<file path="config.mk">
export PLATFORM = sky130hd
export DESIGN_NAME = audio_ctrl
export DESIGN_NICKNAME = d
export VERILOG_FILES = /design/src/rtl/audio_ctrl_pkg.sv /design/src/rtl/host_cmd_if.sv /design/src/rtl/cmd_decode.sv /design/src/rtl/cmd_execute.sv /design/src/rtl/status_reply.sv /design/src/rtl/audio_ctrl.sv
export VERILOG_INCLUDE_DIRS = /design/src /design/src/rtl
export SDC_FILE = /design/constraint.sdc
export NUM_CORES = 1
export LEC_CHECK = 0
export BUFFER_PORTS_ARGS = -buffer_cell sky130_fd_sc_hd__buf_2
export CAP_MARGIN = 30
export CORE_MARGIN = 4
export CORE_UTILIZATION = 40
export CTS_CLUSTER_DIAMETER = 80
export DETAILED_ROUTE_END_ITERATION = 10
export PLACE_DENSITY = 0.71
export SLEW_MARGIN = 20
export SYNTH_ARGS = -nofsm -noshare
export SYNTH_HDL_FRONTEND = slang
export SYNTH_SLANG_ARGS = --single-unit
</file>
<file path="constraint.sdc">
create_clock -name clk -period 2.24 [get_ports clk]
set_clock_uncertainty 0.1 [all_clocks]
set_input_delay 0.112 -clock clk [delete_from_list [all_inputs] [get_ports clk]]
set_output_delay 0.112 -clock clk [all_outputs]
set_load 0.02 [all_outputs]
</file>
<file path="src/rtl/audio_ctrl_defines.svh">
`ifndef AUDIO_CTRL_DEFINES_SVH
`define AUDIO_CTRL_DEFINES_SVH

// ==================================================
// Host protocol widths
// ==================================================

// Every byte moved through the host FIFOs and the sample sink
`define AC_BYTE_W 8

// Payload length field in the low bits of a header byte
`define AC_LEN_W 6

// ==================================================
// Reply framing
// ==================================================

// Stop opcode (2'b11) with a payload length of one
`define AC_REPLY_HDR 8'hC1

// Error byte values carried in the second reply byte
`define AC_ERR_NONE 8'h00
`define AC_ERR_SETUP_LEN 8'h01
`define AC_ERR_STOP_LEN 8'h02

// ==================================================
// Clock domain crossing
// ==================================================

// Flops on the transmitter streaming level
`define AC_SYNC_STAGES 2

`endif

</file>
<file path="src/rtl/audio_ctrl_pkg.sv">
`include "audio_ctrl_defines.svh"

package audio_ctrl_pkg;

    // Host opcode in header bits 7:6
    typedef enum logic [1:0] {
        OP_SETUP_OUTPUT = 2'd0,
        OP_SETUP_INPUT  = 2'd1,
        OP_STREAM_OUTPUT = 2'd2,
        OP_STOP         = 2'd3
    } cmd_op_e;

    // Physical output type, setup byte bits 7:6
    // First three are all S/PDIF flavours
    typedef enum logic [1:0] {
        IO_AES3    = 2'd0,
        IO_BNC     = 2'd1,
        IO_TOSLINK = 2'd2,
        IO_I2S     = 2'd3
    } io_type_e;

    // Bit 2 selects the 48 kHz family over the 44.1 kHz family
    typedef enum logic [2:0] {
        SR_44100  = 3'b000,
        SR_88200  = 3'b001,
        SR_176400 = 3'b010,
        SR_352800 = 3'b011,
        SR_48000  = 3'b100,
        SR_96000  = 3'b101,
        SR_192000 = 3'b110,
        SR_384000 = 3'b111
    } sample_rate_e;

    // Sample word size, DoP is DSD over PCM
    typedef enum logic [1:0] {
        BD_DOP = 2'd0,
        BD_16  = 2'd1,
        BD_24  = 2'd2,
        BD_32  = 2'd3
    } bit_depth_e;

    // Second byte of every reply
    typedef enum logic [`AC_BYTE_W-1:0] {
        ERR_NONE      = `AC_ERR_NONE,
        ERR_SETUP_LEN = `AC_ERR_SETUP_LEN,
        ERR_STOP_LEN  = `AC_ERR_STOP_LEN
    } err_code_e;

    // Execute FSM
    typedef enum logic [1:0] {EX_RUN, EX_WAIT_STOP, EX_REPLY, EX_HALTED} exec_state_e;

    // Decode FSM
    typedef enum logic [1:0] {DEC_HEADER, DEC_PAYLOAD, DEC_HOLD} dec_state_e;

endpackage

</file>
<file path="src/rtl/host_cmd_if.sv">
`include "audio_ctrl_defines.svh"

interface host_cmd_if;
    import audio_ctrl_pkg::*;

    // Header event, op/len/len_ok valid with the pulse and held after
    logic                 hdr_valid;
    cmd_op_e              op;
    logic [`AC_LEN_W-1:0] len;
    logic                 len_ok;

    // One payload byte per pulse, op still names its frame
    logic                  pay_valid;
    logic [`AC_BYTE_W-1:0] pay_data;

    // Release decode from HOLD once a stop is answered
    logic resume;

    modport decode (
        output hdr_valid, op, len, len_ok, pay_valid, pay_data,
        input  resume
    );

    modport execute (
        input  hdr_valid, op, len, len_ok, pay_valid, pay_data,
        output resume
    );
endinterface

</file>
<file path="src/rtl/cmd_decode.sv">
`include "audio_ctrl_defines.svh"

module cmd_decode (
    input  logic                  clk,
    input  logic                  reset_i,
    input  logic                  in_fifo_empty_i,
    input  logic [`AC_BYTE_W-1:0] in_fifo_data_i,
    input  logic                  sample_full_i,
    output logic                  in_fifo_rd_en_o,
    host_cmd_if.decode            cmd
);
    import audio_ctrl_pkg::*;

    dec_state_e           state_q;
    // Payload bytes still to come in the current frame
    logic [`AC_LEN_W-1:0] remain_q;

    // Header fields straight off the show-ahead FIFO
    cmd_op_e              hdr_op;
    logic [`AC_LEN_W-1:0] hdr_len;
    logic                 hdr_len_ok;

    logic rd_hdr;
    logic rd_pay;

    // ==================================================
    // Read strobe
    // ==================================================

    // Show-ahead FIFO, the byte is consumed in the cycle of the strobe
    // Sink almost-full also blocks headers, keeps the pipeline simple
    assign in_fifo_rd_en_o = !in_fifo_empty_i && !sample_full_i && (state_q != DEC_HOLD);

    // Tag the consumed byte
    assign rd_hdr = in_fifo_rd_en_o && (state_q == DEC_HEADER);
    assign rd_pay = in_fifo_rd_en_o && (state_q == DEC_PAYLOAD);

    assign hdr_op  = cmd_op_e'(in_fifo_data_i[`AC_BYTE_W-1 -: 2]);
    assign hdr_len = in_fifo_data_i[`AC_LEN_W-1:0];

    // Length rule, only setup output and stop have a fixed size
    always_comb begin
        case (hdr_op)
            OP_SETUP_OUTPUT: hdr_len_ok = (hdr_len == `AC_LEN_W'(1));
            OP_STOP:         hdr_len_ok = (hdr_len == '0);
            default:         hdr_len_ok = 1'b1;
        endcase
    end

    // ==================================================
    // Frame FSM
    // ==================================================

    always_ff @(posedge clk or posedge reset_i) begin
        if (reset_i) begin
            state_q  <= DEC_HEADER;
            remain_q <= '0;
        end else begin
            case (state_q)
                DEC_HEADER: begin
                    if (rd_hdr) begin
                        remain_q <= hdr_len;
                        // Stop and bad lengths wait for execute
                        if (hdr_op == OP_STOP || !hdr_len_ok) begin
                            state_q <= DEC_HOLD;
                        end else if (hdr_len != '0) begin
                            state_q <= DEC_PAYLOAD;
                        end
                    end
                end

                DEC_PAYLOAD: begin
                    if (rd_pay) begin
                        remain_q <= remain_q - `AC_LEN_W'(1);
                        // Last payload byte closes the frame
                        if (remain_q == `AC_LEN_W'(1)) begin
                            state_q <= DEC_HEADER;
                        end
                    end
                end

                DEC_HOLD: begin
                    // After an error no resume ever comes
                    if (cmd.resume) begin
                        state_q <= DEC_HEADER;
                    end
                end

                default: state_q <= DEC_HEADER;
            endcase
        end
    end

    // ==================================================
    // Interface registers
    // ==================================================

    // Event strobes, one cycle after the read
    always_ff @(posedge clk or posedge reset_i) begin
        if (reset_i) begin
            cmd.hdr_valid <= 1'b0;
            cmd.pay_valid <= 1'b0;
        end else begin
            cmd.hdr_valid <= rd_hdr;
            cmd.pay_valid <= rd_pay;
        end
    end

    // Header fields held for the rest of the frame
    always_ff @(posedge clk) begin
        if (rd_hdr) begin
            cmd.op     <= hdr_op;
            cmd.len    <= hdr_len;
            cmd.len_ok <= hdr_len_ok;
        end
        if (rd_pay) begin
            cmd.pay_data <= in_fifo_data_i;
        end
    end

endmodule

</file>
<file path="src/rtl/cmd_execute.sv">
`include "audio_ctrl_defines.svh"

module cmd_execute (
    input  logic                         clk,
    input  logic                         reset_i,
    input  logic                         streaming_i,
    input  logic                         reply_done_i,
    output logic                         sample_wr_en_o,
    output logic [`AC_BYTE_W-1:0]        sample_data_o,
    output logic                         spdif_en_o,
    output logic                         i2s_en_o,
    output audio_ctrl_pkg::sample_rate_e sample_rate_o,
    output audio_ctrl_pkg::bit_depth_e   bit_depth_o,
    output logic                         stereo_o,
    output logic                         error_o,
    output logic                         reply_start_o,
    output audio_ctrl_pkg::err_code_e    reply_code_o,
    host_cmd_if.execute                  cmd
);
    import audio_ctrl_pkg::*;

    logic [`AC_SYNC_STAGES-1:0] sync_q;
    logic                       streaming_s;
    exec_state_e                state_q;
    io_type_e                   io_type;
    logic                       start_err;
    logic                       start_ok;

    // Transmitter level from the audio clock domain
    always_ff @(posedge clk or posedge reset_i) begin
        if (reset_i) begin
            sync_q <= '0;
        end else begin
            sync_q <= {sync_q[`AC_SYNC_STAGES-2:0], streaming_i};
        end
    end
    assign streaming_s = sync_q[`AC_SYNC_STAGES-1];

    // ==================================================
    // Payload handling
    // ==================================================

    assign io_type = io_type_e'(cmd.pay_data[7:6]);

    always_ff @(posedge clk or posedge reset_i) begin
        if (reset_i) begin
            spdif_en_o    <= 1'b0;
            i2s_en_o      <= 1'b0;
            stereo_o      <= 1'b0;
            sample_rate_o <= SR_44100;
            bit_depth_o   <= BD_DOP;
        end else if (cmd.pay_valid && cmd.op == OP_SETUP_OUTPUT) begin
            // AES3, BNC and TOSLINK all drive the S/PDIF path
            case (io_type)
                IO_I2S: begin
                    spdif_en_o <= 1'b0;
                    i2s_en_o   <= 1'b1;
                end
                default: begin
                    spdif_en_o <= 1'b1;
                    i2s_en_o   <= 1'b0;
                end
            endcase
            stereo_o      <= cmd.pay_data[5];
            sample_rate_o <= sample_rate_e'(cmd.pay_data[4:2]);
            bit_depth_o   <= bit_depth_e'(cmd.pay_data[1:0]);
        end
    end

    // Stream bytes go to the sink, setup input payloads are dropped here
    always_ff @(posedge clk or posedge reset_i) begin
        if (reset_i) begin
            sample_wr_en_o <= 1'b0;
        end else begin
            sample_wr_en_o <= cmd.pay_valid && (cmd.op == OP_STREAM_OUTPUT);
        end
    end

    always_ff @(posedge clk) begin
        sample_data_o <= cmd.pay_data;
    end

    // ==================================================
    // Command FSM
    // ==================================================

    // Bad length answers right away
    assign start_err = (state_q == EX_RUN) && cmd.hdr_valid && !cmd.len_ok;
    // Good stop answers once the transmitter has drained
    assign start_ok  = !streaming_s && ((state_q == EX_WAIT_STOP) ||
        ((state_q == EX_RUN) && cmd.hdr_valid && cmd.len_ok && cmd.op == OP_STOP));

    always_ff @(posedge clk or posedge reset_i) begin
        if (reset_i) begin
            state_q       <= EX_RUN;
            reply_start_o <= 1'b0;
            error_o       <= 1'b0;
            cmd.resume    <= 1'b0;
        end else begin
            reply_start_o <= start_err || start_ok;
            cmd.resume    <= 1'b0;
            case (state_q)
                EX_RUN: begin
                    if (start_err) begin
                        error_o <= 1'b1;
                        state_q <= EX_REPLY;
                    end else if (start_ok) begin
                        state_q <= EX_REPLY;
                    end else if (cmd.hdr_valid && cmd.op == OP_STOP) begin
                        state_q <= EX_WAIT_STOP;
                    end
                end
                EX_WAIT_STOP: begin
                    if (start_ok) begin
                        state_q <= EX_REPLY;
                    end
                end
                EX_REPLY: begin
                    if (reply_done_i) begin
                        if (error_o) begin
                            state_q <= EX_HALTED;
                        end else begin
                            cmd.resume <= 1'b1;
                            state_q    <= EX_RUN;
                        end
                    end
                end
                // Only a reset leaves here
                default: state_q <= EX_HALTED;
            endcase
        end
    end

    // Code captured with the start pulse
    always_ff @(posedge clk) begin
        if (start_err) begin
            reply_code_o <= (cmd.op == OP_STOP) ? ERR_STOP_LEN : ERR_SETUP_LEN;
        end else if (start_ok) begin
            reply_code_o <= ERR_NONE;
        end
    end

endmodule

</file>
<file path="src/rtl/status_reply.sv">
`include "audio_ctrl_defines.svh"

module status_reply (
    input  logic                      clk,
    input  logic                      reset_i,
    input  logic                      reply_start_i,
    input  audio_ctrl_pkg::err_code_e reply_code_i,
    input  logic                      out_fifo_full_i,
    input  logic                      out_fifo_afull_i,
    output logic                      out_fifo_wr_en_o,
    output logic [`AC_BYTE_W-1:0]     out_fifo_data_o,
    output logic                      reply_done_o
);

    // Header then error code
    logic [`AC_BYTE_W-1:0] reply_buf [0:1];
    logic                  idx_q;
    logic                  busy_q;
    logic                  fifo_free;
    logic                  send;

    // Host FIFO flags are sampled one cycle ahead of the write
    assign fifo_free = !out_fifo_full_i && !out_fifo_afull_i;
    assign send      = busy_q && fifo_free;

    // Load the buffer on start
    always_ff @(posedge clk) begin
        if (reply_start_i) begin
            reply_buf[0] <= `AC_REPLY_HDR;
            reply_buf[1] <= reply_code_i;
        end
    end

    // ==================================================
    // Byte sequencer
    // ==================================================

    always_ff @(posedge clk or posedge reset_i) begin
        if (reset_i) begin
            busy_q           <= 1'b0;
            idx_q            <= 1'b0;
            out_fifo_wr_en_o <= 1'b0;
            reply_done_o     <= 1'b0;
        end else begin
            out_fifo_wr_en_o <= 1'b0;
            reply_done_o     <= 1'b0;
            if (reply_start_i) begin
                busy_q <= 1'b1;
                idx_q  <= 1'b0;
            end else if (send) begin
                out_fifo_wr_en_o <= 1'b1;
                idx_q            <= !idx_q;
                // Done rides along with the code byte
                if (idx_q) begin
                    busy_q       <= 1'b0;
                    reply_done_o <= 1'b1;
                end
            end
        end
    end

    always_ff @(posedge clk) begin
        if (send) begin
            out_fifo_data_o <= reply_buf[idx_q];
        end
    end

endmodule

</file>
<file path="src/rtl/audio_ctrl.sv">
`include "audio_ctrl_defines.svh"

module audio_ctrl (
    input  logic                         clk,
    input  logic                         reset_i,
    // Host input FIFO, show-ahead
    input  logic                         in_fifo_empty_i,
    input  logic [`AC_BYTE_W-1:0]        in_fifo_data_i,
    output logic                         in_fifo_rd_en_o,
    // Audio sample sink
    input  logic                         sample_full_i,
    input  logic                         streaming_i,
    output logic                         sample_wr_en_o,
    output logic [`AC_BYTE_W-1:0]        sample_data_o,
    // Host output FIFO
    input  logic                         out_fifo_full_i,
    input  logic                         out_fifo_afull_i,
    output logic                         out_fifo_wr_en_o,
    output logic [`AC_BYTE_W-1:0]        out_fifo_data_o,
    // Output configuration
    output logic                         spdif_en_o,
    output logic                         i2s_en_o,
    output audio_ctrl_pkg::sample_rate_e sample_rate_o,
    output audio_ctrl_pkg::bit_depth_e   bit_depth_o,
    output logic                         stereo_o,
    output logic                         error_o
);
    import audio_ctrl_pkg::*;

    logic      reply_start;
    err_code_e reply_code;
    logic      reply_done;

    host_cmd_if cmd_if ();

    // Framing of the host byte stream
    cmd_decode i_decode (
        .clk             (clk),
        .reset_i         (reset_i),
        .in_fifo_empty_i (in_fifo_empty_i),
        .in_fifo_data_i  (in_fifo_data_i),
        .sample_full_i   (sample_full_i),
        .in_fifo_rd_en_o (in_fifo_rd_en_o),
        .cmd             (cmd_if.decode)
    );

    // Configuration, streaming and stop handling
    cmd_execute i_execute (
        .clk            (clk),
        .reset_i        (reset_i),
        .streaming_i    (streaming_i),
        .reply_done_i   (reply_done),
        .sample_wr_en_o (sample_wr_en_o),
        .sample_data_o  (sample_data_o),
        .spdif_en_o     (spdif_en_o),
        .i2s_en_o       (i2s_en_o),
        .sample_rate_o  (sample_rate_o),
        .bit_depth_o    (bit_depth_o),
        .stereo_o       (stereo_o),
        .error_o        (error_o),
        .reply_start_o  (reply_start),
        .reply_code_o   (reply_code),
        .cmd            (cmd_if.execute)
    );

    // Two-byte answer to the host
    status_reply i_reply (
        .clk              (clk),
        .reset_i          (reset_i),
        .reply_start_i    (reply_start),
        .reply_code_i     (reply_code),
        .out_fifo_full_i  (out_fifo_full_i),
        .out_fifo_afull_i (out_fifo_afull_i),
        .out_fifo_wr_en_o (out_fifo_wr_en_o),
        .out_fifo_data_o  (out_fifo_data_o),
        .reply_done_o     (reply_done)
    );

endmodule

</file>
== Word level (Yosys, flattened, before mapping) ==
Memory sizes are Yosys's and may differ from the RTL's. A register that Yosys moved wholly into a read port is not among the register bits.
Cells that the tools add are included.

* Output and inout bits: 28
* Register bits: 57
* Input port bits: 15
* RAM bits: 16
* Memories kept: 1

* Reduce and logical (&&, ||, !) cells: 40
* Multiplexer cells: 38
* Add/sub/neg operators: 1
* Equality and inequality tests: 19

{| class="wikitable"
|+ Memory list
! memory !! depth !! width !! rd ports !! clocked after Yosys merged registers in !! write ports !! line !! source
|-
| i_reply.reply_buf || 2 || 8 || 1 || 1 || 2 || status_reply.sv:16 || <nowiki>logic [`AC_BYTE_W-1:0] reply_buf [0:1];</nowiki>
|}

{| class="wikitable"
|+ Operators with widths
! cell !! number
|-
| $mux W2 || 13
|-
| $mux W1 || 17
|-
| $mux W8 || 2
|-
| $logic_and A1 B1 Y1 || 14
|-
| $eq A2 B2 Y1 const B || 6
|-
| $eq A6 B1 Y1 const B || 2
|-
| $mux W6 || 2
|-
| $pmux W2 S3 || 2
|-
| $pmux W6 S2 || 1
|-
| $ne A2 B1 Y1 const B || 5
|-
| $logic_not A1 Y1 || 8
|-
| $logic_not A2 Y1 || 4
|-
| $reduce_bool A2 Y1 || 4
|-
| $logic_not A6 Y1 || 1
|-
| $reduce_and A3 Y1 || 2
|-
| $reduce_bool A6 Y1 || 1
|-
| $sub A6 B1 Y6 const B || 1
|-
| $reduce_and A5 Y1 || 1
|-
| $eq A2 B1 Y1 const B || 2
|-
| $ne A2 B2 Y1 const B || 2
|-
| $ne A4 B2 Y1 const B || 1
|-
| $reduce_and A2 Y1 || 2
|-
| $logic_or A1 B1 Y1 || 3
|-
| $ne A3 B3 Y1 const B || 1
|-
| $pmux W1 S2 || 1
|}

== Logic depth before layout (Yosys ltp) ==
Gate-level depths: netlist of run 1.

* Depth in word-level cells: 9
* Mapped depth: 5
* Depth with buffers taken out: 5

== By module ==
A second synthesis of run 1 with hierarchy kept.

* Cell total of the unflattened synthesis: 206
* Area total of the unflattened synthesis: 2820.2 um2

{| class="wikitable"
|+ Modules (own cells, without submodules)
! module !! sequential area each (um2) !! cells an instance !! times used !! area each (um2)
|-
| cmd_decode || 760.7 || 93 || 1 || 1169.9
|-
| cmd_execute || 620.6 || 74 || 1 || 934.6
|-
| status_reply || 580.6 || 39 || 1 || 715.7
|}

== Worst setup path before layout of run 1 ==
No wires, ideal clock.

* Kind: register -> register
* Start point: register i_decode.state_q[1]
* End point: register i_decode.cmd.pay_data[0], enable pin
* Setup slack: 0.454 ns
* Arrival time: 1.313 ns
* Clock period less this slack: 1.786 ns
* Cell stages (with the launch flop): 4
* Buffers on the path: 1
* Library setup time: 0.373 ns
* Data required time: 1.767 ns
* Cell sequence: dfrtp_1 -> or3_1 -> clkbuf_1 -> nor2_1

* Word-level cells in the longest chain between the ends: 3
* Elaborated cells between the ends (all ways): 4
* Those cells by class: eq/ne (2); reduce/logical (2)

{| class="wikitable"
|+ Ends and longest elaborated chain
! element !! line !! source
|-
| start: declaration || cmd_decode.sv:14 || <nowiki>dec_state_e state_q;</nowiki>
|-
| start signal: assignment || cmd_decode.sv:56 || <nowiki>state_q <= DEC_HEADER;</nowiki>
|-
| start signal: assignment || cmd_decode.sv:65 || <nowiki>state_q <= DEC_HOLD;</nowiki>
|-
| start signal: assignment || cmd_decode.sv:67 || <nowiki>state_q <= DEC_PAYLOAD;</nowiki>
|-
| $ne A2 B2 Y1 || cmd_decode.sv:32 || <nowiki>assign in_fifo_rd_en_o = !in_fifo_empty_i && !sample_full_i && (state_q != DEC_HOLD);</nowiki>
|-
| $logic_and A1 B1 Y1 || cmd_decode.sv:32 ||
|-
| $logic_and A1 B1 Y1 * || cmd_decode.sv:36 || <nowiki>assign rd_pay = in_fifo_rd_en_o && (state_q == DEC_PAYLOAD);</nowiki>
|-
| named net i_decode.rd_pay || cmd_decode.sv:24 || <nowiki>logic rd_pay;</nowiki>
|-
| end signal: assignment || cmd_decode.sv:117 || <nowiki>cmd.pay_data <= in_fifo_data_i;</nowiki>
|-
| end: declaration || host_cmd_if.sv:20 || <nowiki>output hdr_valid, op, len, len_ok, pay_valid, pay_data,</nowiki>
|}

Mark *: on every way through the listed nets, which the timed path passes. The rest lies on a longest branch.
A chain may end at the register's enable or synchronous reset.

== Worst setup path after layout of run 1 ==
* Start point: register i_decode.state_q[0]
* End point: register i_decode.cmd.len_ok, enable pin

* Word-level cells in the longest chain between the ends: 3
* Elaborated cells between the ends (all ways): 4
* Those cells by class: eq/ne (1); reduce/logical (3)

{| class="wikitable"
|+ Ends and longest elaborated chain
! element !! line !! source
|-
| $ne A2 B2 Y1 || cmd_decode.sv:32 ||
|-
| $logic_and A1 B1 Y1 || cmd_decode.sv:32 ||
|-
| $logic_and A1 B1 Y1 * || cmd_decode.sv:35 || <nowiki>assign rd_hdr = in_fifo_rd_en_o && (state_q == DEC_HEADER);</nowiki>
|-
| named net i_decode.rd_hdr || cmd_decode.sv:23 || <nowiki>logic rd_hdr;</nowiki>
|-
| end signal: assignment || cmd_decode.sv:114 || <nowiki>cmd.len_ok <= hdr_len_ok;</nowiki>
|-
| end: declaration || host_cmd_if.sv:20 ||
|}

Marks and branches as above.

==> flow_summary.html, run 1 <==
<table>
<tr><th>Metric</th><th>Value</th></tr>
<tr><th colspan="2">Run status</th></tr>
<tr><td>Run status</td><td>completed</td></tr>
<tr><th colspan="2">Timing</th></tr>
<tr><td>Tightest Pin Transition</td><td>686 ps</td></tr>
<tr><td>Minimum period implied by the final worst setup slack</td><td>around 1800 ps</td></tr>
<tr><td>Number of endpoints failing setup at the final stage</td><td>0</td></tr>
<tr><td>Post-route setup slack</td><td>between 400 and 500 ps</td></tr>
<tr><td>Setup repair after global routing missed its margin</td><td>no</td></tr>
<tr><td>Final slew viol count</td><td>0</td></tr>
<tr><td>Tightest slew margin relative to the limit</td><td>about 54%</td></tr>
<tr><td>Number of hold-slack violations in the final timing report</td><td>0</td></tr>
<tr><td>Final period util</td><td>80.5%</td></tr>
<tr><td>Total negative setup slack</td><td>0 ps</td></tr>
<tr><td>Achievable frequency</td><td>about 0.55 GHz</td></tr>
<tr><th colspan="2">Global route</th></tr>
<tr><td>GRT overflow</td><td>0</td></tr>
<tr><td>Via count of the first global-routing pass</td><td>approximately 1300</td></tr>
<tr><td>Pin count of the biggest net entering global routing</td><td>31</td></tr>
<tr><td>Initial antenna violation count</td><td>0</td></tr>
<tr><td>Global-route wire length before repair</td><td>around 5900 µm</td></tr>
<tr><td>Aggregate global-route resource usage</td><td>a little under an eighth</td></tr>
<tr><th colspan="2">CTS</th></tr>
<tr><td>Hold-fix buffer count after cts</td><td>12</td></tr>
<tr><td>Total clock sinks</td><td>56</td></tr>
<tr><td>H-tree level count</td><td>2</td></tr>
<tr><td>Worst-path clk slew</td><td>around 90 ps</td></tr>
<tr><td># resized after CTS</td><td>0</td></tr>
<tr><td>CTS tree</td><td>done</td></tr>
<tr><td>Clock Tree Buf Depth</td><td>2</td></tr>
<tr><td>Root buffer selected by CTS</td><td>clkbuf_8</td></tr>
<tr><td>Number of setup buffers added after CTS</td><td>0</td></tr>
<tr><td>Cts bufs inserted</td><td>5</td></tr>
<tr><td>Clock latency at the later pin of the worst-skew pair</td><td>around 300 ps</td></tr>
<tr><th colspan="2">Setup path</th></tr>
<tr><td>Kind of launch point of the worst setup path</td><td>register</td></tr>
<tr><td>Biggest fanout along the worst timing path</td><td>11</td></tr>
<tr><td>Worst Path Arrival</td><td>roughly 1700 ps</td></tr>
<tr><td>Required time of the critical path</td><td>2150 ps</td></tr>
<tr><td>CP endpoint kind</td><td>register</td></tr>
<tr><td>Setup CP Type</td><td>register to register</td></tr>
<tr><th colspan="2">Detailed routing</th></tr>
<tr><td>Met3 wire len</td><td>251 µm</td></tr>
<tr><td>Average via count per standard cell</td><td>between 4 and 5</td></tr>
<tr><td>Routed Wire Length</td><td>3700 µm</td></tr>
<tr><td>Sum of met2 wire segment lengths after detailed routing</td><td>1670 µm</td></tr>
<tr><td>Total routed wire length on the met1 layer</td><td>around 1700 µm</td></tr>
<tr><td>Via total after detailed routing</td><td>between 1000 and 1500</td></tr>
<tr><td>Wire length per cell after detailed routing</td><td>about 13 µm</td></tr>
<tr><td>Top layer reached by signal wires</td><td>met4</td></tr>
<tr><td>Drc violations</td><td>0</td></tr>
<tr><td>DRT antenna net count</td><td>0</td></tr>
<tr><td>Detailed Route Iter0 Violations</td><td>61</td></tr>
<tr><td>Number of optimization iterations in the first detailed-route pass</td><td>4</td></tr>
<tr><th colspan="2">Pwr</th></tr>
<tr><td>Sequential fraction of design power</td><td>a little over half</td></tr>
<tr><td>Switching share of total power</td><td>33.0%</td></tr>
<tr><td>Static Leak</td><td>1.17 nW</td></tr>
<tr><td>Combinational share of power</td><td>a little over a quarter</td></tr>
<tr><td>Worst IR drop on VDD</td><td>0.000368 V</td></tr>
<tr><td>Clock network fraction of design power</td><td>slightly below 20%</td></tr>
<tr><td>Switching power of the nets</td><td>roughly 0.9 mW</td></tr>
<tr><td>Areal power density over the cells</td><td>1050 nW/µm²</td></tr>
<tr><td>Cell-internal power</td><td>around 1.9 mW</td></tr>
<tr><th colspan="2">Floorplan</th></tr>
<tr><td>Initial cell density of the core</td><td>41.9%</td></tr>
<tr><td>Number of placement rows</td><td>26</td></tr>
<tr><td>IO Count</td><td>43</td></tr>
<tr><td>Die Area</td><td>6690 µm²</td></tr>
<tr><td>Horizontal extent of the die</td><td>about 80 µm</td></tr>
<tr><td>Core outline area</td><td>~5200 µm²</td></tr>
<tr><td>Die Height</td><td>a little over 80 µm</td></tr>
<tr><th colspan="2">Logic synthesis</th></tr>
<tr><td>Primary FF master, synth</td><td>dfrtp_1</td></tr>
<tr><td>Library cell occupying the most area in the post-synthesis netlist</td><td>dfrtp_1</td></tr>
<tr><td>Largest cells by area after synthesis</td><td>dfrtp_1 (34%), edfxtp_1 (25%), dfxtp_1 (7.3%)</td></tr>
<tr><td>Proportion of register bits with asynchronous set or reset after synthesis</td><td>53.6%</td></tr>
<tr><td>Avg Inst Size Synth</td><td>13.1 µm²</td></tr>
<tr><td>Most used standard cell by instance count after synthesis</td><td>dfrtp_1</td></tr>
<tr><td>Yosys reg bits</td><td>56</td></tr>
<tr><td>Post-synthesis instance area</td><td>2180 µm²</td></tr>
<tr><td>Seq/Total Area, Yosys</td><td>between 60% and 70%</td></tr>
<tr><td>Gate count after technology mapping</td><td>167</td></tr>
<tr><td>Post-synth top area share</td><td>between 30 and 40%</td></tr>
<tr><td>Top post-synthesis cells by count</td><td>dfrtp_1 (30), edfxtp_1 (18), inv_1 (11)</td></tr>
<tr><td>Synth unique cells</td><td>43</td></tr>
<tr><td>Number of synthesized flops with an enable pin</td><td>18</td></tr>
<tr><td>Yosys warning total</td><td>0</td></tr>
<tr><th colspan="2">Placement</th></tr>
<tr><td>Gp weighted congestion</td><td>around 0.87</td></tr>
<tr><td>Half-perimeter wire length after detailed placement</td><td>approximately 2700 µm</td></tr>
<tr><td>Worst setup timing slack at the placement stage</td><td>457 ps</td></tr>
<tr><td>Number of buffers added on ports</td><td>38</td></tr>
<tr><th colspan="2">Worst hold path</th></tr>
<tr><td>Tightest Hold Check Type</td><td>primary input to register</td></tr>
<tr><th colspan="2">Cells and area</th></tr>
<tr><td>Synthesis-to-finish area growth</td><td>21.4%</td></tr>
<tr><td>Antenna diode count</td><td>0</td></tr>
<tr><td>Number of nets in the finished design</td><td>240</td></tr>
<tr><td>Proportion of layout cells with a drive suffix above 1</td><td>27.5%</td></tr>
<tr><td>Fill cells</td><td>between 400 and 500</td></tr>
<tr><th colspan="2">Run</th></tr>
<tr><td>Max-cap check violation count</td><td>0</td></tr>
</table>
==> power by group through the flow <==
stage	clock network, mW	registers [mW]	logic [mW]
2_1_floorplan	0	1.58	0.440
3_3_place_gp	0	1.50	0.720
3_5_place_dp	0	1.51	0.736
4_1_cts	0.559	1.49	0.756
5_1_grt	0.596	1.52	0.827
6_report	0.538	1.49	0.747
==> path summary, 6_finish.rpt <==
kind,start,endpoint,slack (ps),cells after the start
max reg2reg,i_decode.state_q[0],i_decode.cmd.len_ok,440,2
max in group asynchronous,reset_i,i_reply.reply_done_o,1440,4
min,in_fifo_empty_i,i_decode.state_q[0],160,4
min in group asynchronous,reset_i,i_execute.spdif_en_o,320,4
max,i_decode.state_q[0],i_decode.cmd.len_ok,440,2
min reg2reg,i_execute.sync_q[0],i_execute.sync_q[1],260,0
==> cell families after synthesis <==
family,Yosys count,synth area share (%)
mux,8,4.08
xor+xnor,1,0.402
fa+ha+maj,4,2.30
simple gates,51,13.3
flops,56,66.6
compound gates,27,9.01
buf+inv,19,4.19
other cells,1,0.172
==> through the flow <==
stage	hold WS (ps)	util [%]	total power [mW]	instance area, µm²	cells
after detailed placement	113	46.8	2.24	2430	272
after CTS	145	50.8	2.80	2650	292
final	162	50.8	2.77	2650	292
after global placement	112	46.8	2.22	2430	272
after floorplan	43.4	-	2.02	2190	170
after global routing	170	50.8	2.95	2650	292
==> worst max-delay path: stages (launching register included) <==
cell and delay [ps]:
dfrtp_1 510, or4_1 710, inv_1 200
==> state kept, by name (all words and copies together) (netlist names), 2 cells and up <==
signal,cells
i_decode.cmd.pay_data,8
i_execute.sample_data_o,8
i_decode.remain_q,6
i_execute.sample_rate_o,3
i_reply.out_fifo_data_o,3
i_decode.cmd.op,2
i_decode.state_q,2
i_execute.bit_depth_o,2
i_execute.reply_code_o,2
i_execute.state_q,2
i_execute.sync_q,2
i_reply.reply_buf,2
==> cell type report <==
cell class | instances | area, µm² | area share [%]
clock inverters | 3 | 22.5 | 0.851
clock buffers | 5 | 68.8 | 2.60
flip-flops and latches | 56 | 1450 | 54.9
multi-input cells | 95 | 648 | 24.5
well taps | 70 | 87.6 | 3.31
repair buffers | 52 | 325 | 12.3
inverters | 11 | 41.3 | 1.56
==> placed cells by master (no fill, tap or decap), types with 3 or more instances in the layout <==
master and count:
buf_2 38, dfrtp_1 30, edfxtp_1 18, dlygate4sd3_1 12, inv_1 11, nand2_1 10, nor2_1 8, dfxtp_1 8
mux2_2 7, nor3_1 6, o21ai_0 5, clkbuf_8 5, nand2b_1 4, nor2b_1 4, a21oi_1 4, ha_1 4
conb_1 4, a31oi_1 3, nor3b_1 3, nand3_1 3, o22ai_1 3
==> routing by layer <==
layer  vias to the layer above  global-route usage, %
met5                         -                      0
met3                         6                   2.96
met1                       637                   15.0
li1                        698                      -
met2                        46                   18.5
met4                         0                   5.98
Power figures use the tool's default switching activity.
==> run 2: changes to the inputs <==
--- a/config.mk
+++ b/config.mk
@@ -12,7 +12,7 @@
 export CORE_UTILIZATION = 40
 export CTS_CLUSTER_DIAMETER = 80
 export DETAILED_ROUTE_END_ITERATION = 10
-export PLACE_DENSITY = 0.71
+export PLACE_DENSITY = 0.73
 export SLEW_MARGIN = 20
 export SYNTH_ARGS = -nofsm -noshare
 export SYNTH_HDL_FRONTEND = slang
==> constraint.sdc (replaced) <==
create_clock -name clk -period 1.5 [get_ports clk]
set_clock_uncertainty 0.1 [all_clocks]
set_input_delay 0.075 -clock clk [delete_from_list [all_inputs] [get_ports clk]]
set_output_delay 0.075 -clock clk [all_outputs]
set_load 0.02 [all_outputs]
==> flow_summary.html, run 2 (same netlist as run 1, synthesis figures left out) <==
<table>
<tr><th>Metric</th><th>Value</th></tr>
<tr><th colspan="2">Run status</th></tr>
<tr><td>Run status</td><td>completed</td></tr>
<tr><th colspan="2">Cells and area</th></tr>
<tr><td>Antenna diode count</td><td>0 (unchanged)</td></tr>
<tr><td>Fill cells</td><td>464 (+0.65%)</td></tr>
<tr><td>Largest registers</td><td>i_decode.cmd.pay_data (8), i_execute.sample_data_o (8), i_decode.remain_q (6)</td></tr>
<tr><td>Area occupied by multi-input gates</td><td>723 µm² (+12%)</td></tr>
<tr><td>Number of nets in the finished design</td><td>252 (+5.0%)</td></tr>
<tr><td>Final core utilization</td><td>54.4% (+3.6 points)</td></tr>
<tr><td>Most used cells in the layout excluding fill and tap cells</td><td>buf_2 (36), dfrtp_1 (30), edfxtp_1 (18), dlygate4sd3_1 (13), buf_4 (12)</td></tr>
<tr><td>Proportion of layout cells with a drive suffix above 1</td><td>36.3% (+8.8 points)</td></tr>
<tr><td>Synthesis-to-finish area growth</td><td>29.9%</td></tr>
<tr><td>Most common cell after layout, fill and taps aside</td><td>buf_2</td></tr>
<tr><td>Storage cell area</td><td>1450 µm² (unchanged)</td></tr>
<tr><th colspan="2">Timing</th></tr>
<tr><td>Final slew viol count</td><td>0 (unchanged)</td></tr>
<tr><td>Minimum period implied by the final worst setup slack</td><td>1500 ps (-308 ps)</td></tr>
<tr><td>Achievable frequency</td><td>0.668 GHz (+21%)</td></tr>
<tr><td>Number of endpoints failing setup at the final stage</td><td>0 (unchanged)</td></tr>
<tr><td>Number of hold-slack violations in the final timing report</td><td>0 (unchanged)</td></tr>
<tr><td>Smallest hold slack</td><td>59.4 ps (-103 ps)</td></tr>
<tr><td>Setup repair after global routing missed its margin</td><td>yes</td></tr>
<tr><td>Final period util</td><td>99.8% (+19 points)</td></tr>
<tr><th colspan="2">Global route</th></tr>
<tr><td>Via count of the first global-routing pass</td><td>1465 (+11%)</td></tr>
<tr><td>Pin count of the biggest net entering global routing</td><td>31 (unchanged)</td></tr>
<tr><td>Global-route wire length before repair</td><td>6810 µm (+16%)</td></tr>
<tr><td>Initial antenna violation count</td><td>0 (unchanged)</td></tr>
<tr><td>Aggregate global-route resource usage</td><td>13.5% (+1.8 points)</td></tr>
<tr><td>GRT overflow</td><td>0 (unchanged)</td></tr>
<tr><th colspan="2">Detailed routing</th></tr>
<tr><td>Drc violations</td><td>0 (unchanged)</td></tr>
<tr><td>Via total after detailed routing</td><td>1455 (+4.9%)</td></tr>
<tr><td>Wire length per cell after detailed routing</td><td>13.1 µm (+3.6%)</td></tr>
<tr><td>Average via count per standard cell</td><td>4.79 (+0.76%)</td></tr>
<tr><td>Routed Wire Length</td><td>3990 µm (+7.9%)</td></tr>
<tr><td>Number of optimization iterations in the first detailed-route pass</td><td>4 (unchanged)</td></tr>
<tr><td>DRT antenna net count</td><td>0 (unchanged)</td></tr>
<tr><td>Detailed Route Iter0 Violations</td><td>71 (+16%)</td></tr>
<tr><th colspan="2">Floorplan</th></tr>
<tr><td>Initial cell density of the core</td><td>41.9% (unchanged)</td></tr>
<tr><td>IO Count</td><td>43 (unchanged)</td></tr>
<tr><td>Core outline area</td><td>5200 µm² (unchanged)</td></tr>
<tr><td>Horizontal extent of the die</td><td>81.8 µm (unchanged)</td></tr>
<tr><td>Die Area</td><td>6690 µm² (unchanged)</td></tr>
<tr><td>Die Height</td><td>81.8 µm (unchanged)</td></tr>
<tr><td>Number of placement rows</td><td>26 (unchanged)</td></tr>
<tr><th colspan="2">Pwr</th></tr>
<tr><td>Areal power density over the cells</td><td>1570 nW/µm² (+50%)</td></tr>
<tr><td>Static Leak</td><td>1.25 nW (+6.4%)</td></tr>
<tr><td>Worst IR drop on VDD</td><td>0.000612 V (+66%)</td></tr>
<tr><th colspan="2">CTS</th></tr>
<tr><td>Root buffer selected by CTS</td><td>clkbuf_8</td></tr>
<tr><td>Clock latency at the later pin of the worst-skew pair</td><td>310 ps (about the same)</td></tr>
<tr><td>Cts bufs inserted</td><td>5 (unchanged)</td></tr>
<tr><td>Clock Tree Buf Depth</td><td>2 (unchanged)</td></tr>
<tr><td>H-tree level count</td><td>2 (unchanged)</td></tr>
<tr><td>Worst-path clk slew</td><td>100 ps (about the same)</td></tr>
<tr><td>Total clock sinks</td><td>56 (unchanged)</td></tr>
<tr><td>CTS tree</td><td>done</td></tr>
<tr><th colspan="2">Setup path</th></tr>
<tr><td>CP endpoint kind</td><td>register</td></tr>
<tr><td>Required time of the critical path</td><td>1620 ps (-530 ps)</td></tr>
<tr><td>Biggest fanout along the worst timing path</td><td>3 (-8)</td></tr>
<tr><td>Worst Path Arrival</td><td>1620 ps (-90 ps)</td></tr>
<tr><td>Setup CP Type</td><td>register to register</td></tr>
<tr><td>Kind of launch point of the worst setup path</td><td>register</td></tr>
<tr><th colspan="2">Placement</th></tr>
<tr><td>Gp weighted congestion</td><td>0.807 (-7.0%)</td></tr>
<tr><td>Number of buffers added on ports</td><td>38 (unchanged)</td></tr>
<tr><td>Half-perimeter wire length after detailed placement</td><td>2780 µm (+2.6%)</td></tr>
<tr><th colspan="2">Run</th></tr>
<tr><td>Max-cap check violation count</td><td>0 (unchanged)</td></tr>
<tr><th colspan="2">Worst hold path</th></tr>
<tr><td>Tightest Hold Check Type</td><td>primary input to register</td></tr>
</table>
## run 2: layout make-up
| type | count | share of cell area [%] |
|---|---|---|
| clock buffers | 5 | 2.43 |
| repair buffers | 64 | 15.3 |
| flip-flops and latches | 56 | 51.3 |
| multi-input cells | 95 | 25.6 |
| well taps | 70 | 3.09 |
| clock inverters | 3 | 0.707 |
| inverters | 11 | 1.59 |
## run 2: path summary, 6_finish.rpt
check | start | endpoint | slack [ps] | cells past startpoint
worst min-delay path | sample_full_i | i_decode.cmd.hdr_valid | 60 | 3
max in group asynchronous | reset_i | i_decode.cmd.hdr_valid | 730 | 4
worst max register to register | i_decode.state_q[0] | i_decode.state_q[0] | 4 | 3
worst max-delay path | i_decode.state_q[0] | i_decode.state_q[0] | 4 | 3
worst min register to register | i_execute.sync_q[0] | i_execute.sync_q[1] | 250 | 0
min in group asynchronous | reset_i | i_reply.out_fifo_wr_en_o | 280 | 4
## run 2: critical path, stage by stage (launching register included)
cell	delay (ps)
dfrtp_1	400
or4_4	570
buf_6	150
o41ai_2	190
## run 2: repair_timing
action	in CTS	in global routing
pin swaps	2	5
resized for setup	7	10
hold buffers	13	0
cloned	0	0
setup endpoints to repair	8	13
buffers inserted	1	2
hold endpoints to repair	47	0
## run 2: where the power goes
group | leakage, nW | internal [mW] | switching, mW
clock | 0.0489 | 0.334 | 0.490
combinational | 0.593 | 0.700 | 0.728
sequential | 0.606 | 1.93 | 0.268
total | 1.25 | 2.96 | 1.49
## run 2: routing by layer
metal	wire length, µm	track usage, %	up-vias
met3	258	3.95	7
met5	0	0	-
met1	1790	17.2	693
li1	-	-	717
met4	71	5.81	0
met2	1870	21.4	38
## run 2: through the flow
step	power, mW	cell area (µm²)	cells	setup TNS (ps)	setup WS [ps]
global route	4.73	2830	304	-212	-41.3
global placement	3.41	2510	281	-28.8	-14.8
CTS	4.36	2760	303	0	5.50
finish	4.45	2830	304	0	3.52
detailed placement	3.47	2510	281	-65.2	-36.1
floorplan	3.04	2210	170	0	14.3
==> run 3: changes to the inputs <==
--- a/config.mk
+++ b/config.mk
@@ -13,6 +13,7 @@
 export CTS_CLUSTER_DIAMETER = 80
 export DETAILED_ROUTE_END_ITERATION = 10
 export PLACE_DENSITY = 0.73
+export REMOVE_ABC_BUFFERS = 1
 export SLEW_MARGIN = 20
 export SYNTH_ARGS = -nofsm -noshare
 export SYNTH_HDL_FRONTEND = slang
==> flow_summary.html, run 3 (same netlist as run 1, synthesis figures left out) <==
<table>
<tr><th>Metric</th><th>Value</th></tr>
<tr><th colspan="2">Run status</th></tr>
<tr><td>Run status</td><td>finished, violations left</td></tr>
<tr><td>Violations in the final reports</td><td>setup timing</td></tr>
<tr><th colspan="2">Setup path</th></tr>
<tr><td>Cells along the critical path</td><td>or4_4, buf_6, o22ai_2, a21oi_2</td></tr>
<tr><td>Worst Path Arrival</td><td>1630 ps (about the same)</td></tr>
<tr><td>Required time of the critical path</td><td>1600 ps (-20 ps)</td></tr>
<tr><td>Number of gates on the worst path with buffers counted</td><td>4 (+1)</td></tr>
<tr><td>Kind of launch point of the worst setup path</td><td>register</td></tr>
<tr><td>Reg2reg setup slack</td><td>-30 ps (-40 ps)</td></tr>
<tr><td>Critical R2R Launch</td><td>i_decode.state_q[1]</td></tr>
<tr><td>CP endpoint kind</td><td>register</td></tr>
<tr><td>Origin of the worst setup path</td><td>i_decode.state_q[1]</td></tr>
<tr><td>Number of buffers and inverters on the critical path</td><td>1 (unchanged)</td></tr>
<tr><td>Cells on worst reg2reg path</td><td>4 (+1)</td></tr>
<tr><td>Stage delay of the slowest cell on the critical path</td><td>540 ps (-30 ps)</td></tr>
<tr><td>Top Family by Delay on Critical Path</td><td>simple AND/OR/NAND/NOR gates</td></tr>
<tr><td>Setup CP Type</td><td>register to register</td></tr>
<tr><td>Biggest fanout along the worst timing path</td><td>5 (+2)</td></tr>
<tr><td>Critical-path top delay cell</td><td>or4_4</td></tr>
<tr><th colspan="2">Floorplan</th></tr>
<tr><td>Horizontal extent of the die</td><td>81.8 µm (unchanged)</td></tr>
<tr><td>Die Height</td><td>81.8 µm (unchanged)</td></tr>
<tr><td>Die Area</td><td>6690 µm² (unchanged)</td></tr>
<tr><td>IO Count</td><td>43 (unchanged)</td></tr>
<tr><td>Number of placement rows</td><td>26 (unchanged)</td></tr>
<tr><td>Initial cell density of the core</td><td>41.9% (unchanged)</td></tr>
<tr><td>Core outline area</td><td>5200 µm² (unchanged)</td></tr>
<tr><th colspan="2">Timing</th></tr>
<tr><td>Final period util</td><td>102% (+2.5 points)</td></tr>
<tr><td>Post-route setup slack</td><td>-34.4 ps (-37.9 ps)</td></tr>
<tr><td>Setup repair after global routing missed its margin</td><td>yes</td></tr>
<tr><td>Number of hold-slack violations in the final timing report</td><td>0 (unchanged)</td></tr>
<tr><td>Achievable frequency</td><td>0.652 GHz (-2.5%)</td></tr>
<tr><td>Final slew viol count</td><td>0 (unchanged)</td></tr>
<tr><td>Minimum period implied by the final worst setup slack</td><td>1530 ps (+37.9 ps)</td></tr>
<tr><td>Number of endpoints failing setup at the final stage</td><td>2 (+2)</td></tr>
<tr><th colspan="2">Detailed routing</th></tr>
<tr><td>Drc violations</td><td>0 (unchanged)</td></tr>
<tr><td>DRT antenna net count</td><td>0 (unchanged)</td></tr>
<tr><td>Via total after detailed routing</td><td>1488 (+2.3%)</td></tr>
<tr><td>Wire length per cell after detailed routing</td><td>13.5 µm (+2.7%)</td></tr>
<tr><td>Detailed Route Iter0 Violations</td><td>44 (-38%)</td></tr>
<tr><td>Number of optimization iterations in the first detailed-route pass</td><td>4 (unchanged)</td></tr>
<tr><td>Routed Wire Length</td><td>4080 µm (+2.3%)</td></tr>
<tr><td>Average via count per standard cell</td><td>4.91 (+2.6%)</td></tr>
<tr><th colspan="2">Placement</th></tr>
<tr><td>Worst setup timing slack at the placement stage</td><td>-6.36 ps (+29.8 ps)</td></tr>
<tr><td>Standard cell area after detailed placement</td><td>2490 µm² (-0.60%)</td></tr>
<tr><td>Total placed cells including tap cells</td><td>280 (-0.36%)</td></tr>
<tr><td>Number of buffers added on ports</td><td>38 (unchanged)</td></tr>
<tr><td>Gp weighted congestion</td><td>0.798 (-1.0%)</td></tr>
<tr><td>Half-perimeter wire length after detailed placement</td><td>2740 µm (-1.5%)</td></tr>
<tr><th colspan="2">Pwr</th></tr>
<tr><td>Clock network fraction of design power</td><td>21.5% (+3.0 points)</td></tr>
<tr><td>Switching power of the nets</td><td>1.45 mW (-2.4%)</td></tr>
<tr><td>Total power draw</td><td>4.57 mW (+2.8%)</td></tr>
<tr><td>Worst IR drop on VDD</td><td>0.000666 V (+8.8%)</td></tr>
<tr><td>Sequential fraction of design power</td><td>48.2% (-1.2 points)</td></tr>
<tr><td>Static Leak</td><td>1.26 nW (+0.83%)</td></tr>
<tr><td>Areal power density over the cells</td><td>1600 nW/µm² (+1.9%)</td></tr>
<tr><td>Combinational share of power</td><td>30.3% (-1.8 points)</td></tr>
<tr><td>Switching share of total power</td><td>31.7% (-1.7 points)</td></tr>
<tr><td>Cell-internal power</td><td>3.12 mW (+5.3%)</td></tr>
<tr><th colspan="2">Cells and area</th></tr>
<tr><td>Number of nets in the finished design</td><td>251 (-0.40%)</td></tr>
<tr><td>Synthesis-to-finish area growth</td><td>30.9%</td></tr>
<tr><td>Final cell area excluding filler cells</td><td>2850 µm² (+0.80%)</td></tr>
<tr><td>Number of standard cells in the final layout excluding fillers</td><td>303 (-0.33%)</td></tr>
<tr><td>Largest registers</td><td>i_decode.cmd.pay_data (8), i_execute.sample_data_o (8), i_decode.remain_q (6)</td></tr>
<tr><td>Proportion of layout cells with a drive suffix above 1</td><td>36.1% (-0.27 points)</td></tr>
<tr><td>Most used cells in the layout excluding fill and tap cells</td><td>buf_2 (36), dfrtp_1 (30), edfxtp_1 (18), dlygate4sd3_1 (13), buf_4 (12)</td></tr>
<tr><td>Most common cell after layout, fill and taps aside</td><td>buf_2</td></tr>
<tr><td>Fill cells</td><td>442 (-4.7%)</td></tr>
<tr><td>Final core utilization</td><td>54.8% (+0.43 points)</td></tr>
<tr><td>Area occupied by multi-input gates</td><td>727 µm² (+0.52%)</td></tr>
<tr><td>Storage cell area</td><td>1450 µm² (unchanged)</td></tr>
<tr><td>Antenna diode count</td><td>0 (unchanged)</td></tr>
<tr><th colspan="2">CTS</th></tr>
<tr><td>CTS tree</td><td>done</td></tr>
<tr><td>Root buffer selected by CTS</td><td>clkbuf_8</td></tr>
<tr><td>Worst-path clk slew</td><td>90 ps (about the same)</td></tr>
<tr><td>Clock latency at the later pin of the worst-skew pair</td><td>300 ps (about the same)</td></tr>
<tr><td>Cts bufs inserted</td><td>5 (unchanged)</td></tr>
<tr><td>Clock Tree Buf Depth</td><td>2 (unchanged)</td></tr>
<tr><td>H-tree level count</td><td>2 (unchanged)</td></tr>
<tr><td>Total clock sinks</td><td>56 (unchanged)</td></tr>
<tr><th colspan="2">Global route</th></tr>
<tr><td>Global-route wire length before repair</td><td>6490 µm (-4.7%)</td></tr>
<tr><td>Aggregate global-route resource usage</td><td>12.9% (-0.63 points)</td></tr>
<tr><td>GRT overflow</td><td>0 (unchanged)</td></tr>
<tr><td>Via count of the first global-routing pass</td><td>1446 (-1.3%)</td></tr>
<tr><td>Initial antenna violation count</td><td>0 (unchanged)</td></tr>
<tr><td>Pin count of the biggest net entering global routing</td><td>31 (unchanged)</td></tr>
<tr><th colspan="2">Worst hold path</th></tr>
<tr><td>Startpoint of the worst hold path</td><td>in_fifo_empty_i</td></tr>
<tr><td>Hold Path Cell Cnt</td><td>3 (unchanged)</td></tr>
<tr><td>Tightest Hold Check Type</td><td>primary input to register</td></tr>
<tr><th colspan="2">Run</th></tr>
<tr><td>Max-cap check violation count</td><td>0 (unchanged)</td></tr>
</table>
[run 3: final cells by class]
cell class / count / area share (%)
flip-flops and latches: 56 / 50.9
multi-input cells: 95 / 25.5
repair buffers: 63 / 14.8
clock buffers: 8 / 4.30
well taps: 70 / 3.07
inverters: 11 / 1.45
[run 3: worst reg2reg max path: cells and delay by family, from the launching register on]
kind	cells	cell delay, ps
buf+inv	1	160
compound gates	2	210
simple gates	1	540
flops	1	410
[run 3: power groups by stage]
stage                     Clock, mW  Combinational [mW]  Sequential, mW
after global routing           1.07                1.52            2.26
after detailed placement          0                1.22            2.20
after CTS                      1.01                1.26            2.17
final                         0.984                1.38            2.20
after global placement            0                1.19            2.19
after floorplan                   0               0.616            2.37
[run 3: per-layer routing]
| metal | track usage [%] | share of wire (%) |
|---|---|---|
| met1 | 16.1 | 43 |
| met2 | 21.1 | 47 |
| met3 | 3.40 | 7.3 |
| met4 | 5.48 | 2.8 |
| met5 | 0 | 0 |
[run 3: what timing repair did]
item                                    4_1_cts  5_1_grt
gates resized for setup                       3       21
pin swaps                                     0        4
endpoints found under the setup margin        3       19
hold buffers                                 13        0
cloned                                        0        1
setup buffers                                 0        1
hold endpoints to repair                     47        0
[run 3: worst paths after layout]
check,to
max in group asynchronous,i_execute.error_o
min in group asynchronous,i_execute.spdif_en_o
worst min-delay path,i_decode.cmd.hdr_valid
worst max register to register,i_decode.remain_q[2]
worst min register to register,i_execute.sync_q[1]
worst max-delay path,i_decode.remain_q[2]
[run 3: stage by stage]
stage,hold slack [ps],setup TNS (ps)
after floorplan,6.43,-2540
after global placement,73.3,0
after detailed placement,73.4,-6.36
after CTS,68.4,0
after global routing,74.8,-217
final,69.3,-35.1
